`src/design/alu_consts.svh`:
```
// sizes are fixed for the whole slice; PR_COUNT and PRF_BANK_COUNT must be powers of two
`ifndef ALU_CONSTS_SVH
`define ALU_CONSTS_SVH

// physical register file
`define PR_COUNT        32
`define PRF_BANK_COUNT  2

// back end sizing
`define ROB_ENTRIES     16
`define IQ_ENTRIES      4

// datapath
`define DATA_WIDTH      32

`endif

```
`src/design/core_types_pkg.sv`:
```
// widths follow alu_consts.svh; a tag's bank is its low bit, the rest is the upper tag
`include "alu_consts.svh"

package core_types_pkg;

    // physical register tag and its bank split
    typedef logic [$clog2(`PR_COUNT)-1:0] pr_t;
    typedef logic [$clog2(`PRF_BANK_COUNT)-1:0] bank_t;
    typedef logic [$clog2(`PR_COUNT)-$clog2(`PRF_BANK_COUNT)-1:0] upper_pr_t;

    // ROB position carried along for writeback
    typedef logic [$clog2(`ROB_ENTRIES)-1:0] rob_index_t;

    // data word
    typedef logic [`DATA_WIDTH-1:0] word_t;

endpackage

```
`src/design/alu_types_pkg.sv`:
```
// op codes above SLTU are undefined and produce a zero result
`include "alu_consts.svh"

package alu_types_pkg;

    // register-register ALU ops, shifts take B[4:0]
    typedef enum logic [3:0] {
        ADD  = 4'd0,
        SUB  = 4'd1,
        AND  = 4'd2,
        OR   = 4'd3,
        XOR  = 4'd4,
        SLL  = 4'd5,
        SRL  = 4'd6,
        SRA  = 4'd7,
        SLT  = 4'd8,
        SLTU = 4'd9
    } alu_op_t;

    // issue queue slot
    typedef logic [$clog2(`IQ_ENTRIES)-1:0] iq_slot_t;

endpackage

```
`src/design/alu_reg_iq.sv`:
```
// one dispatch and one issue per cycle; issue only while pipeline_ready, no flush
`timescale 1ns/1ps
`include "alu_consts.svh"

module alu_reg_iq (
    input  logic                          CLK,
    input  logic                          nRST,

    // dispatch
    input  logic                          dispatch_valid,
    input  alu_types_pkg::alu_op_t        dispatch_op,
    input  core_types_pkg::pr_t           dispatch_a_pr,
    input  logic                          dispatch_a_ready,
    input  core_types_pkg::pr_t           dispatch_b_pr,
    input  logic                          dispatch_b_ready,
    input  core_types_pkg::pr_t           dispatch_dest_pr,
    input  core_types_pkg::rob_index_t    dispatch_rob_index,
    output logic                          dispatch_ready,

    input  logic                          pipeline_ready,

    // writeback bus wakeup
    input  logic [`PRF_BANK_COUNT-1:0]                        wb_bus_valid_by_bank,
    input  core_types_pkg::upper_pr_t [`PRF_BANK_COUNT-1:0]   wb_bus_upper_pr_by_bank,

    // issue to pipe
    output logic                          issue_valid,
    output alu_types_pkg::alu_op_t        issue_op,
    output logic                          issue_a_forward,
    output core_types_pkg::bank_t         issue_a_bank,
    output logic                          issue_b_forward,
    output core_types_pkg::bank_t         issue_b_bank,
    output core_types_pkg::pr_t           issue_dest_pr,
    output core_types_pkg::rob_index_t    issue_rob_index,

    // register file read requests
    output logic                          prf_req_a_valid,
    output core_types_pkg::pr_t           prf_req_a_pr,
    output logic                          prf_req_b_valid,
    output core_types_pkg::pr_t           prf_req_b_pr
);

    import core_types_pkg::*;
    import alu_types_pkg::*;

    // slot 0 holds the oldest entry
    logic [`IQ_ENTRIES-1:0] valid;
    logic [`IQ_ENTRIES-1:0] a_ready;
    logic [`IQ_ENTRIES-1:0] b_ready;
    alu_op_t                op        [`IQ_ENTRIES];
    pr_t                    a_pr      [`IQ_ENTRIES];
    pr_t                    b_pr      [`IQ_ENTRIES];
    pr_t                    dest_pr   [`IQ_ENTRIES];
    rob_index_t             rob_index [`IQ_ENTRIES];

    logic [`IQ_ENTRIES-1:0] a_fwd;
    logic [`IQ_ENTRIES-1:0] b_fwd;
    logic [`IQ_ENTRIES-1:0] entry_ready;
    logic [`IQ_ENTRIES-1:0] shift;
    logic [`IQ_ENTRIES-1:0] post_valid;
    logic [`IQ_ENTRIES-1:0] post_a_ready;
    logic [`IQ_ENTRIES-1:0] post_b_ready;
    logic [`IQ_ENTRIES-1:0] disp_we;
    logic                   disp_a_ready;
    logic                   disp_b_ready;
    iq_slot_t               issue_slot;

    function automatic logic bus_hit(
        input pr_t                                 pr,
        input logic [`PRF_BANK_COUNT-1:0]          bus_valid,
        input upper_pr_t [`PRF_BANK_COUNT-1:0]     bus_upper
    );
        bank_t bank;
        bank = bank_t'(pr);
        return bus_valid[bank] && (bus_upper[bank] == upper_pr_t'(pr >> $bits(bank_t)));
    endfunction

    //////////////////////////////////////////////////////////////////////
    // wakeup and oldest-first select

    always_comb begin
        for (int i = 0; i < `IQ_ENTRIES; i++) begin
            a_fwd[i] = bus_hit(a_pr[i], wb_bus_valid_by_bank, wb_bus_upper_pr_by_bank);
            b_fwd[i] = bus_hit(b_pr[i], wb_bus_valid_by_bank, wb_bus_upper_pr_by_bank);
        end
    end

    assign entry_ready = {`IQ_ENTRIES{pipeline_ready}} & valid
                       & (a_ready | a_fwd) & (b_ready | b_fwd);

    // scan down so the lowest ready slot wins
    always_comb begin
        issue_valid = 1'b0;
        issue_slot  = '0;
        for (int i = `IQ_ENTRIES-1; i >= 0; i--) begin
            if (entry_ready[i]) begin
                issue_valid = 1'b1;
                issue_slot  = iq_slot_t'(i);
            end
        end
    end

    assign issue_op        = op[issue_slot];
    assign issue_a_forward = a_fwd[issue_slot];
    assign issue_a_bank    = bank_t'(a_pr[issue_slot]);
    assign issue_b_forward = b_fwd[issue_slot];
    assign issue_b_bank    = bank_t'(b_pr[issue_slot]);
    assign issue_dest_pr   = dest_pr[issue_slot];
    assign issue_rob_index = rob_index[issue_slot];

    // forwarded operands skip the register file
    assign prf_req_a_valid = issue_valid & ~issue_a_forward;
    assign prf_req_a_pr    = a_pr[issue_slot];
    assign prf_req_b_valid = issue_valid & ~issue_b_forward;
    assign prf_req_b_pr    = b_pr[issue_slot];

    //////////////////////////////////////////////////////////////////////
    // compaction and dispatch placement

    always_comb begin
        for (int i = 0; i < `IQ_ENTRIES; i++) begin
            shift[i] = issue_valid && (iq_slot_t'(i) >= issue_slot);
        end
    end

    // slots at and above the issued one take the entry above
    assign post_valid   = (valid & ~shift) | ((valid >> 1) & shift);
    assign post_a_ready = ((a_ready | a_fwd) & ~shift) | (((a_ready | a_fwd) >> 1) & shift);
    assign post_b_ready = ((b_ready | b_fwd) & ~shift) | (((b_ready | b_fwd) >> 1) & shift);

    // entries stay contiguous, so the top slot tells if any is free
    assign dispatch_ready = ~post_valid[`IQ_ENTRIES-1];
    assign disp_we = ~post_valid & {post_valid[`IQ_ENTRIES-2:0], 1'b1}
                   & {`IQ_ENTRIES{dispatch_valid & dispatch_ready}};

    // a source written back at the dispatch edge would otherwise be missed
    assign disp_a_ready = dispatch_a_ready
                        | bus_hit(dispatch_a_pr, wb_bus_valid_by_bank, wb_bus_upper_pr_by_bank);
    assign disp_b_ready = dispatch_b_ready
                        | bus_hit(dispatch_b_pr, wb_bus_valid_by_bank, wb_bus_upper_pr_by_bank);

    always_ff @(posedge CLK or negedge nRST) begin
        if (!nRST) begin
            valid   <= '0;
            a_ready <= '0;
            b_ready <= '0;
        end else begin
            valid   <= post_valid | disp_we;
            a_ready <= (post_a_ready & ~disp_we) | (disp_we & {`IQ_ENTRIES{disp_a_ready}});
            b_ready <= (post_b_ready & ~disp_we) | (disp_we & {`IQ_ENTRIES{disp_b_ready}});
        end
    end

    always_ff @(posedge CLK) begin
        for (int i = 0; i < `IQ_ENTRIES-1; i++) begin
            if (shift[i]) begin
                op[i]        <= op[i+1];
                a_pr[i]      <= a_pr[i+1];
                b_pr[i]      <= b_pr[i+1];
                dest_pr[i]   <= dest_pr[i+1];
                rob_index[i] <= rob_index[i+1];
            end
        end
        // dispatch lands after compaction
        for (int i = 0; i < `IQ_ENTRIES; i++) begin
            if (disp_we[i]) begin
                op[i]        <= dispatch_op;
                a_pr[i]      <= dispatch_a_pr;
                b_pr[i]      <= dispatch_b_pr;
                dest_pr[i]   <= dispatch_dest_pr;
                rob_index[i] <= dispatch_rob_index;
            end
        end
    end

endmodule

```
`src/design/prf_banked.sv`:
```
// a load to the register the bus writes in the same cycle is dropped; reads see pre-edge values
`timescale 1ns/1ps
`include "alu_consts.svh"

module prf_banked (
    input  logic                          CLK,
    input  logic                          nRST,

    // read requests from the queue
    input  logic                          prf_req_a_valid,
    input  core_types_pkg::pr_t           prf_req_a_pr,
    input  logic                          prf_req_b_valid,
    input  core_types_pkg::pr_t           prf_req_b_pr,

    // registered read data
    output core_types_pkg::word_t         prf_rd_a_data,
    output core_types_pkg::word_t         prf_rd_b_data,

    // writeback bus
    input  logic [`PRF_BANK_COUNT-1:0]                        wb_bus_valid_by_bank,
    input  core_types_pkg::upper_pr_t [`PRF_BANK_COUNT-1:0]   wb_bus_upper_pr_by_bank,
    input  core_types_pkg::word_t         wb_bus_data,

    // external load port
    input  logic                          load_valid,
    input  core_types_pkg::pr_t           load_pr,
    input  core_types_pkg::word_t         load_data
);

    import core_types_pkg::*;

    word_t     mem [`PRF_BANK_COUNT][`PR_COUNT/`PRF_BANK_COUNT];

    bank_t     a_bank;
    upper_pr_t a_upper;
    bank_t     b_bank;
    upper_pr_t b_upper;
    bank_t     load_bank;
    upper_pr_t load_upper;

    assign {a_upper, a_bank}       = prf_req_a_pr;
    assign {b_upper, b_bank}       = prf_req_b_pr;
    assign {load_upper, load_bank} = load_pr;

    //////////////////////////////////////////////////////////////////////
    // write side

    always_ff @(posedge CLK or negedge nRST) begin
        if (!nRST) begin
            for (int b = 0; b < `PRF_BANK_COUNT; b++) begin
                for (int r = 0; r < `PR_COUNT/`PRF_BANK_COUNT; r++) begin
                    mem[b][r] <= '0;
                end
            end
        end else begin
            if (load_valid) begin
                mem[load_bank][load_upper] <= load_data;
            end
            // later assignment, so the bus wins a collision
            for (int b = 0; b < `PRF_BANK_COUNT; b++) begin
                if (wb_bus_valid_by_bank[b]) begin
                    mem[b][wb_bus_upper_pr_by_bank[b]] <= wb_bus_data;
                end
            end
        end
    end

    //////////////////////////////////////////////////////////////////////
    // read side, held between requests

    always_ff @(posedge CLK) begin
        if (prf_req_a_valid) begin
            prf_rd_a_data <= mem[a_bank][a_upper];
        end
        if (prf_req_b_valid) begin
            prf_rd_b_data <= mem[b_bank][b_upper];
        end
    end

endmodule

```
`src/design/alu_pipe.sv`:
```
// read stage plus writeback register; the bus is live only on a writeback transfer
`timescale 1ns/1ps
`include "alu_consts.svh"

module alu_pipe (
    input  logic                          CLK,
    input  logic                          nRST,

    // issue from the queue
    input  logic                          issue_valid,
    input  alu_types_pkg::alu_op_t        issue_op,
    input  logic                          issue_a_forward,
    input  core_types_pkg::bank_t         issue_a_bank,
    input  logic                          issue_b_forward,
    input  core_types_pkg::bank_t         issue_b_bank,
    input  core_types_pkg::pr_t           issue_dest_pr,
    input  core_types_pkg::rob_index_t    issue_rob_index,
    output logic                          pipeline_ready,

    // register file data, one cycle after request
    input  core_types_pkg::word_t         prf_rd_a_data,
    input  core_types_pkg::word_t         prf_rd_b_data,

    // writeback bus
    output logic [`PRF_BANK_COUNT-1:0]                        wb_bus_valid_by_bank,
    output core_types_pkg::upper_pr_t [`PRF_BANK_COUNT-1:0]   wb_bus_upper_pr_by_bank,
    output core_types_pkg::word_t         wb_bus_data,

    // writeback output
    output logic                          wb_valid,
    output core_types_pkg::pr_t           wb_pr,
    output core_types_pkg::word_t         wb_data,
    output core_types_pkg::rob_index_t    wb_rob_index,
    input  logic                          wb_ready
);

    import core_types_pkg::*;
    import alu_types_pkg::*;

    // read stage
    logic       rs_valid;
    alu_op_t    rs_op;
    logic       rs_a_forward;
    logic       rs_b_forward;
    word_t      rs_a_fwd_data;
    word_t      rs_b_fwd_data;
    pr_t        rs_dest_pr;
    rob_index_t rs_rob_index;

    logic       wb_free;
    word_t      op_a;
    word_t      op_b;
    word_t      result;

    assign wb_free        = ~wb_valid | wb_ready;
    assign pipeline_ready = ~rs_valid | wb_free;

    //////////////////////////////////////////////////////////////////////
    // read stage and execute

    always_ff @(posedge CLK) begin
        if (issue_valid) begin
            rs_op        <= issue_op;
            rs_dest_pr   <= issue_dest_pr;
            rs_rob_index <= issue_rob_index;
            // capture the bus word while it is still driven
            rs_a_forward  <= issue_a_forward & wb_bus_valid_by_bank[issue_a_bank];
            rs_b_forward  <= issue_b_forward & wb_bus_valid_by_bank[issue_b_bank];
            rs_a_fwd_data <= wb_bus_data;
            rs_b_fwd_data <= wb_bus_data;
        end
    end

    assign op_a = rs_a_forward ? rs_a_fwd_data : prf_rd_a_data;
    assign op_b = rs_b_forward ? rs_b_fwd_data : prf_rd_b_data;

    always_comb begin
        case (rs_op)
            ADD:     result = op_a + op_b;
            SUB:     result = op_a - op_b;
            AND:     result = op_a & op_b;
            OR:      result = op_a | op_b;
            XOR:     result = op_a ^ op_b;
            SLL:     result = op_a << op_b[4:0];
            SRL:     result = op_a >> op_b[4:0];
            SRA:     result = word_t'($signed(op_a) >>> op_b[4:0]);
            SLT:     result = word_t'($signed(op_a) < $signed(op_b));
            SLTU:    result = word_t'(op_a < op_b);
            default: result = '0;
        endcase
    end

    //////////////////////////////////////////////////////////////////////
    // writeback register and bus

    always_ff @(posedge CLK or negedge nRST) begin
        if (!nRST) begin
            rs_valid <= 1'b0;
            wb_valid <= 1'b0;
        end else begin
            if (pipeline_ready) begin
                rs_valid <= issue_valid;
            end
            if (wb_free) begin
                wb_valid <= rs_valid;
            end
        end
    end

    always_ff @(posedge CLK) begin
        if (rs_valid && wb_free) begin
            wb_pr        <= rs_dest_pr;
            wb_data      <= result;
            wb_rob_index <= rs_rob_index;
        end
    end

    always_comb begin
        for (int i = 0; i < `PRF_BANK_COUNT; i++) begin
            wb_bus_valid_by_bank[i]    = wb_valid && wb_ready && (bank_t'(wb_pr) == bank_t'(i));
            wb_bus_upper_pr_by_bank[i] = upper_pr_t'(wb_pr >> $bits(bank_t));
        end
    end

    assign wb_bus_data = wb_data;

endmodule

```
`src/design/alu_reg_top.sv`:
```
// single ALU slice; load port has no back-pressure and does not wake queue entries
`timescale 1ns/1ps
`include "alu_consts.svh"

module alu_reg_top (
    input  logic                          CLK,
    input  logic                          nRST,

    // dispatch
    input  logic                          dispatch_valid,
    input  alu_types_pkg::alu_op_t        dispatch_op,
    input  core_types_pkg::pr_t           dispatch_a_pr,
    input  logic                          dispatch_a_ready,
    input  core_types_pkg::pr_t           dispatch_b_pr,
    input  logic                          dispatch_b_ready,
    input  core_types_pkg::pr_t           dispatch_dest_pr,
    input  core_types_pkg::rob_index_t    dispatch_rob_index,
    output logic                          dispatch_ready,

    // load port
    input  logic                          load_valid,
    input  core_types_pkg::pr_t           load_pr,
    input  core_types_pkg::word_t         load_data,

    // writeback output
    output logic                          wb_valid,
    output core_types_pkg::pr_t           wb_pr,
    output core_types_pkg::word_t         wb_data,
    output core_types_pkg::rob_index_t    wb_rob_index,
    input  logic                          wb_ready
);

    import core_types_pkg::*;
    import alu_types_pkg::*;

    // queue to pipe
    logic       issue_valid;
    alu_op_t    issue_op;
    logic       issue_a_forward;
    bank_t      issue_a_bank;
    logic       issue_b_forward;
    bank_t      issue_b_bank;
    pr_t        issue_dest_pr;
    rob_index_t issue_rob_index;
    logic       pipeline_ready;

    // register file reads
    logic       prf_req_a_valid;
    pr_t        prf_req_a_pr;
    logic       prf_req_b_valid;
    pr_t        prf_req_b_pr;
    word_t      prf_rd_a_data;
    word_t      prf_rd_b_data;

    // writeback bus
    logic [`PRF_BANK_COUNT-1:0]      wb_bus_valid_by_bank;
    upper_pr_t [`PRF_BANK_COUNT-1:0] wb_bus_upper_pr_by_bank;
    word_t                           wb_bus_data;

    alu_reg_iq iq_i (.*);

    prf_banked prf_i (.*);

    alu_pipe pipe_i (.*);

endmodule

```
`config.mk`:
```
export PLATFORM = sky130hd
export DESIGN_NAME = alu_reg_top
export DESIGN_NICKNAME = d
export VERILOG_FILES = /design/src/design/core_types_pkg.sv /design/src/design/alu_types_pkg.sv /design/src/design/alu_reg_iq.sv /design/src/design/prf_banked.sv /design/src/design/alu_pipe.sv /design/src/design/alu_reg_top.sv
export VERILOG_INCLUDE_DIRS = /design/src /design/src/design
export SDC_FILE = /design/constraint.sdc
export NUM_CORES = 2
export LEC_CHECK = 0
export ABC_AREA = 1
export BUFFER_PORTS_ARGS = -buffer_cell sky130_fd_sc_hd__buf_2
export CORE_AREA = 2 2 476 478
export DETAILED_ROUTE_END_ITERATION = 7
export DIE_AREA = 0 0 478 480
export GPL_ROUTABILITY_DRIVEN = 0
export PLACE_DENSITY_LB_ADDON = 0.05
export RECOVER_POWER = 100
export SLEW_MARGIN = 30
export SYNTH_ARGS = -nofsm -noshare
export SYNTH_HDL_FRONTEND = slang
export SYNTH_SLANG_ARGS = --single-unit
```
`constraint.sdc`:
```
create_clock -name CLK -period 4.37 [get_ports CLK]
set_input_delay 0.874 -clock CLK [delete_from_list [all_inputs] [get_ports CLK]]
set_output_delay 0.874 -clock CLK [all_outputs]
set_load 0.005 [all_outputs]
```
## Yosys cells after proc, flatten, opt, wreduce, memory -nomap -nowiden

Memory sizes are Yosys's and may differ from the RTL's. A register that Yosys moved wholly into a read port is not among the register bits.
Index checks and enable logic that the tools add are counted.

| storage, ports and cells | value |
|---|---|
| memory bits (writable) | 92 |
| logic and storage cells | 293 |
| bits of input ports | 67 |
| output and inout port bits | 43 |
| memories kept | 5 |
| bits in registers | 1,177 |

| cells by class | value |
|---|---|
| mux-type cells | 102 |
| reduce and logical (&&, ||, !) cells | 22 |
| equal/unequal tests | 19 |
| magnitude comparators | 29 |
| $add $sub $neg | 2 |
| bitwise gates (word level) | 66 |
| shifts and indexed selects | 3 |

Memory list:

| memory | words | width | rd ports | clocked after memory_dff | write ports | line | text |
|---|---|---|---|---|---|---|---|
| iq_i.a_pr | 4 | 5 | 5 | 0 | 4 | alu_reg_iq.sv:51 | `` pr_t a_pr [`IQ_ENTRIES]; `` |
| iq_i.b_pr | 4 | 5 | 5 | 0 | 4 | alu_reg_iq.sv:52 | `` pr_t b_pr [`IQ_ENTRIES]; `` |
| iq_i.dest_pr | 4 | 5 | 4 | 1 | 4 | alu_reg_iq.sv:53 | `` pr_t dest_pr [`IQ_ENTRIES]; `` |
| iq_i.op | 4 | 4 | 4 | 1 | 4 | alu_reg_iq.sv:50 | `` alu_op_t op [`IQ_ENTRIES]; `` |
| iq_i.rob_index | 4 | 4 | 4 | 1 | 4 | alu_reg_iq.sv:54 | `` rob_index_t rob_index [`IQ_ENTRIES]; `` |

Operators with widths:

| cell | number |
|---|---|
| $mux 512 | 9 |
| $bwmux 1024 | 1 |
| $bwmux 512 | 2 |
| $mux 1024 | 1 |
| $demux 512 s1 | 1 |
| $pmux 32 s10 | 1 |
| $bmux 32 s4 | 2 |
| $demux 32 s4 | 2 |
| $mux 32 | 8 |
| $lt 32x32->1 | 2 |
| $mux 4 | 16 |
| $and 4x4->4 | 12 |
| $mux 5 | 9 |
| $mux 1 | 44 |
| $eq 4x4->1 | 10 |
| $add 32x32->32 | 1 |
| $and 32x32->32 | 1 |
| $or 32x32->32 | 1 |
| $or 4x4->4 | 8 |
| $shl 32x5->32 | 1 |
| $shr 32x5->32 | 1 |
| $sshr 32x5->32 | 1 |
| $sub 32x32->32 | 1 |
| $xor 32x32->32 | 1 |
| other kinds (23) | 107 |

## Depth between registers and ports, before layout

| logic depth | value |
|---|---|
| word-level depth | 23 |
| mapped depth | 26 |
| mapped depth without buffers | 25 |

## Cells and area by module

A second synthesis with hierarchy kept.

| second synthesis, totals | value |
|---|---|
| cells, all modules | 14,175 |
| area total of the unflattened synthesis | 92,204.7 sq um |

Modules (own cells, without submodules):

| module | seq. area each (sq um) | area an instance (sq um) | instances | cells each |
|---|---|---|---|---|
| prf_banked | 27,546.4 | 71,837.6 | 1 | 10,888 |
| alu_pipe | 2,692.6 | 13,630.6 | 1 | 2,355 |
| alu_reg_iq | 3,062.9 | 6,736.5 | 1 | 932 |

## Least setup slack after synthesis

OpenSTA, ideal clock, no wires.

| timing path | value |
|---|---|
| path kind | input -> register |
| start point | in wb_ready |
| end point | reg prf_i.prf_rd_a_data[0] (enable) |
| buffers on the path | 5 |
| stages | 18 |
| slack | -0.274 ns |
| required time | 3.949 ns |
| library setup time | 0.421 ns |
| arrival | 4.223 ns |
| cell sequence | buf_2 > nand2_2 > nor2_4 > buf_6 > nand2_1 > o21ai_2 > nand3_2 > nand2_1 > nand3_2 > nand2_1 > nand2_4 > nand2_4 > buf_6 > buf_4 > clkbuf_1 > nand2_1 > a32o_1 > nor2_1 |

| on the way | value |
|---|---|
| cells in the longest elaborated chain, start to end | 16 |
| elaborated cells on any way between the ends | 46 |
| classes of those cells | mux (26); bitwise (9); reduce/logical (11) |

RTL lines:

| item | line | text |
|---|---|---|
| start, declared | alu_reg_top.sv:30 | `input logic wb_ready` |
| $logic_and 1x1->1 (2 in series) | alu_pipe.sv:120 | `wb_bus_valid_by_bank[i] = wb_valid && wb_ready && (bank_t'(wb_pr) == bank_t'(i));` |
| $mux 1 (not written as such) (2 in series) | alu_reg_iq.sv:75 | `return bus_valid[bank] && (bus_upper[bank] == upper_pr_t'(pr >> $bits(bank_t)));` |
| $logic_and 1x1->1 | alu_reg_iq.sv:75 |  |
| $or 4x4->4 | alu_reg_iq.sv:89 | `& (a_ready \| a_fwd) & (b_ready \| b_fwd);` |
| $and 4x4->4 (2 in series) | alu_reg_iq.sv:88 | `` assign entry_ready = {`IQ_ENTRIES{pipeline_ready}} & valid `` |
| $mux 2 (4 in series) | alu_reg_iq.sv:96 | `if (entry_ready[i]) begin` |
| $bmux 1 s2 | alu_reg_iq.sv:104 | `assign issue_a_forward = a_fwd[issue_slot];` |
| $mux 1 (not written as such) | alu_reg_iq.sv:104 |  |
| $not 1->1 | alu_reg_iq.sv:112 | `assign prf_req_a_valid = issue_valid & ~issue_a_forward;` |
| $and 1x1->1 * | alu_reg_iq.sv:112 |  |
| net iq_i.prf_req_a_valid | alu_reg_iq.sv:37 | `output logic prf_req_a_valid,` |
| end signal, assigned | prf_banked.sv:73 | `prf_rd_a_data <= mem[a_bank][a_upper];` |
| end, declared | prf_banked.sv:16 | `output core_types_pkg::word_t prf_rd_a_data,` |

The timed path passes the listed nets; every way through them passes the cells marked *. The select of a mux whose other input is x is not followed.
A chain may end at the register's enable or synchronous reset.

## Final worst setup path

| timing path | value |
|---|---|
| start point | reg prf_i.prf_rd_b_data[0] |
| end point | reg pipe_i.wb_data[6], in the netlist pipe_i.wb_bus_data[6], data pin |

| on the way | value |
|---|---|
| cells in the longest elaborated chain, start to end | 3 |
| elaborated cells on any way between the ends | 7 |
| classes of those cells | add/sub (2); shift (3); mux (2) |

RTL lines:

| item | line | text |
|---|---|---|
| start, declared | prf_banked.sv:17 | `output core_types_pkg::word_t prf_rd_b_data,` |
| start signal, assigned | prf_banked.sv:76 | `prf_rd_b_data <= mem[b_bank][b_upper];` |
| $mux 32 * | alu_pipe.sv:75 | `assign op_b = rs_b_forward ? rs_b_fwd_data : prf_rd_b_data;` |
| $sub 32x32->32 (tied with other cells) | alu_pipe.sv:80 | `SUB: result = op_a - op_b;` |
| $pmux 32 s10 * | alu_pipe.sv:78 | `case (rs_op)` |
| net pipe_i.result[6] | alu_pipe.sv:53 | `word_t result;` |
| end signal, assigned | alu_pipe.sv:113 | `wb_data <= result;` |
| end, declared | alu_pipe.sv:32 | `output core_types_pkg::word_t wb_data,` |

The timed path passes the listed nets; every way through them passes the cells marked *.

==> impl_metrics.json <==
{
  "antenna_found_initial": 19,
  "multi_input_comb_area_um2": 45700,
  "async_flop_share": 0.810,
  "io_buffers": 109,
  "drive_gt1_frac": 0.0853,
  "gr-usage-met3": 0.0958,
  "initial_utilization": 0.398,
  "clk_pin_slew_ns": 0.06,
  "synth.cell_area_um2": 89200,
  "wl_um": 431000,
  "min_period_over_period": 0.992,
  "use_met1": 0.495,
  "viasPerCell": 6.08,
  "core-area_um2": 224000,
  "crit_arrival_ns": 4.86,
  "synth_cells": 13195,
  "busiest_layer": "met2",
  "path_class": "flip-flop to flip-flop",
  "yosys.area.top_type": "dfrtp_1",
  "synthToLayoutAreaGrowth_pct": 13.3,
  "violations": "max-capacitance violations, max-slew violations",
  "grt_overflow": 0,
  "grt_max_degree": 96,
  "use_met2": 0.546,
  "drtPass1Iterations": 7,
  "tritoncts": "built",
  "num_rows": 174,
  "min_period_ns": 4.34,
  "cts_num_sinks": 1282,
  "vias": 98143,
  "htree_levels": 4,
  "yosysSeqAreaShare": 0.373,
  "hold_start": "dispatch_op[1]",
  "seqCellArea_um2": 33300,
  "setup_viol": 0,
  "insertion_delay_ns": 0.87,
  "wl_per_cell_um": 26.7,
  "holdPathStages": 1,
  "yosys-top-cells-area": "dfrtp_1 (29%), nand2_1 (16%), nand3_1 (12%)",
  "yosys_warnings": 0,
  "outcome": "complete, but fails checks",
  "critical_path.max_fanout": 33,
  "netlist.area_leader.share": 0.291,
  "hold_viol": 0,
  "nets": 13192,
  "clockBufferDepth": 3,
  "worst_slew_pin_slew_ns": 2.64,
  "worstSetupStartpointType": "flip-flop",
  "fmax_mhz": 231,
  "critPathCaptureType": "flip-flop",
  "reg2regPathDepth": 13,
  "fin_util": 0.451,
  "worstPathRequired_ns": 4.90,
  "die_height_um": 480,
  "synth_area_per_cell_um2": 6.76,
  "critPathLaunch": "prf_i.prf_rd_b_data[0]",
  "hold_path.class": "input pin to flip-flop",
  "yosysUniqueCellTypes": 58,
  "cts_buffers": 160,
  "drc_errors": 0,
  "synth_edf_count": 244,
  "r2r-start": "prf_i.prf_rd_b_data[0]",
  "yosys-top-cells-count": "nand2_1 (3729), nand3_1 (2115), inv_1 (1403)",
  "clock-root-buffer": "clkbuf_16",
  "relSlewSlack": -0.759,
  "rsz0062_at_grt": "false",
  "synth.most_common_cell": "nand2_1",
  "slew_violations": 884,
  "fillers": 23012,
  "dp_hpwl_um": 290000,
  "synthesis.nets": 13361,
  "grtUsageTotal": 0.364,
  "postCtsHoldBufs": 0,
  "grt_pass1_wl_um": 627000,
  "max-cap-violations": 23,
  "die_area_um2": 229000,
  "chipWidth_um": 478,
  "ant_nets": 0,
  "synth_ff_type": "dfrtp_1",
  "grt_pass1_vias": 91310,
  "synth_seq_cells": 1282,
  "ioPinCount": 110,
  "drt_iter0_markers": 13577,
  "skew_ns": 0.0453
}
[placed cells by master, fill, tap and decap left out, types with 31 or more instances in the layout]
master | Yosys | layout
dfrtp_1 | 1038 | 1038
ha_1 | 97 | 97
nand3_1 | 2115 | 2108
buf_2 | 339 | 49
edfxtp_1 | 244 | 244
nand2_2 | 2 | 33
buf_4 | 66 | 486
nor2_1 | 344 | 335
clkbuf_2 | 0 | 37
clkbuf_1 | 747 | 148
nand2_1 | 3729 | 3694
o21ai_0 | 1282 | 1291
clkbuf_16 | 0 | 162
buf_12 | 0 | 151
inv_1 | 1403 | 1385
o22ai_1 | 299 | 299
clkinv_2 | 0 | 31
o211ai_1 | 770 | 770
a21oi_1 | 344 | 345
[registers in the layout (all words and copies together) (netlist names), 5 cells and up]
name                  flops
prf_i.prf_rd_a_data      32
pipe_i.wb_bus_data       32
iq_i.dest_pr             20
iq_i.rob_index           16
pipe_i.wb_pr              5
iq_i.op                  16
prf_i.mem              1024
iq_i.a_pr                20
pipe_i.rs_dest_pr         5
pipe_i.rs_a_fwd_data     32
iq_i.b_pr                20
prf_i.prf_rd_b_data      32
[final timing paths]
path | to | slack (ns)
hold reg to reg | pipe_i.wb_pr[4] | 0.42
max in group asynchronous | pipe_i.wb_valid | 0.47
setup / recovery | pipe_i.wb_bus_data[6] | 0.03
min in group asynchronous | prf_i.mem[743] | 0.87
hold / removal | iq_i.op[3][1] | 0.21
setup reg to reg | pipe_i.wb_bus_data[6] | 0.03
[area by class of cell]
class | instances | share of cell area
Sequential cell | 1282 | 0.330
Tap cell | 2992 | 0.0370
Inverter | 1438 | 0.0538
Timing Repair Buffer | 851 | 0.0773
Multi-Input combinational cell | 9293 | 0.452
Clock buffer | 233 | 0.0449
Antenna cell | 10 | 0.000248
Clock inverter | 56 | 0.00540
[kinds of logic after synthesis]
logic type / count (synthesis) / share of synthesized area
compound gates: 2879 / 0.193
xor+xnor: 23 / 0.00226
fa+ha+maj: 99 / 0.0141
buf+inv: 2620 / 0.119
flops: 1282 / 0.373
mux: 17 / 0.00192
simple gates: 6275 / 0.297
[metrics by stage]
step | setup slack, ns | hold WS [ns] | instances | TNS (ns) | instance area (um2)
floorplan | 0.0505 | 0.400 | 13195 | 0 | 89200
global placement | -0.102 | 0.402 | 15840 | -0.200 | 96500
detailed placement | -0.153 | 0.409 | 15841 | -0.366 | 96600
CTS | 0.0265 | 0.0707 | 16131 | 0 | 102000
global route | 0.00707 | 0.191 | 16148 | 0 | 101000
finish | 0.0340 | 0.214 | 16155 | 0 | 101000
[critical path, cell delays in order, from the launching register on]
cell and delay, ns:
edfxtp_1 0.59, inv_1 0.11, o21ai_2 0.22, buf_4 0.41, inv_1 0.11, buf_4 0.23, nand2_1 0.14, nand2_1 0.09
o21ai_0 0.45, mux2i_1 0.46, nand2_1 0.18, o21ai_0 0.25, a221oi_1 0.49, nand3_1 0.28
[metal layers]
layer / up-vias / wire, um / part of all wire
met4: 8 / 19700 / 0.046
met5: - / 95 / 0.00022
met3: 1187 / 50400 / 0.12
met2: 5977 / 184000 / 0.43
li1: 43713 / - / -
met1: 47258 / 177000 / 0.41
[what timing repair did]
| item | CTS | global route |
|---|---|---|
| buffers inserted | 1 | 11 |
| pin swaps | 0 | 3 |
| gates resized for setup | 1 | 14 |
| gates cloned | 0 | 1 |
| setup endpoints to repair | 3 | 72 |
Power is not shown: default switching activity piles up to over one toggle a cycle in this logic, so the estimate is an artifact.
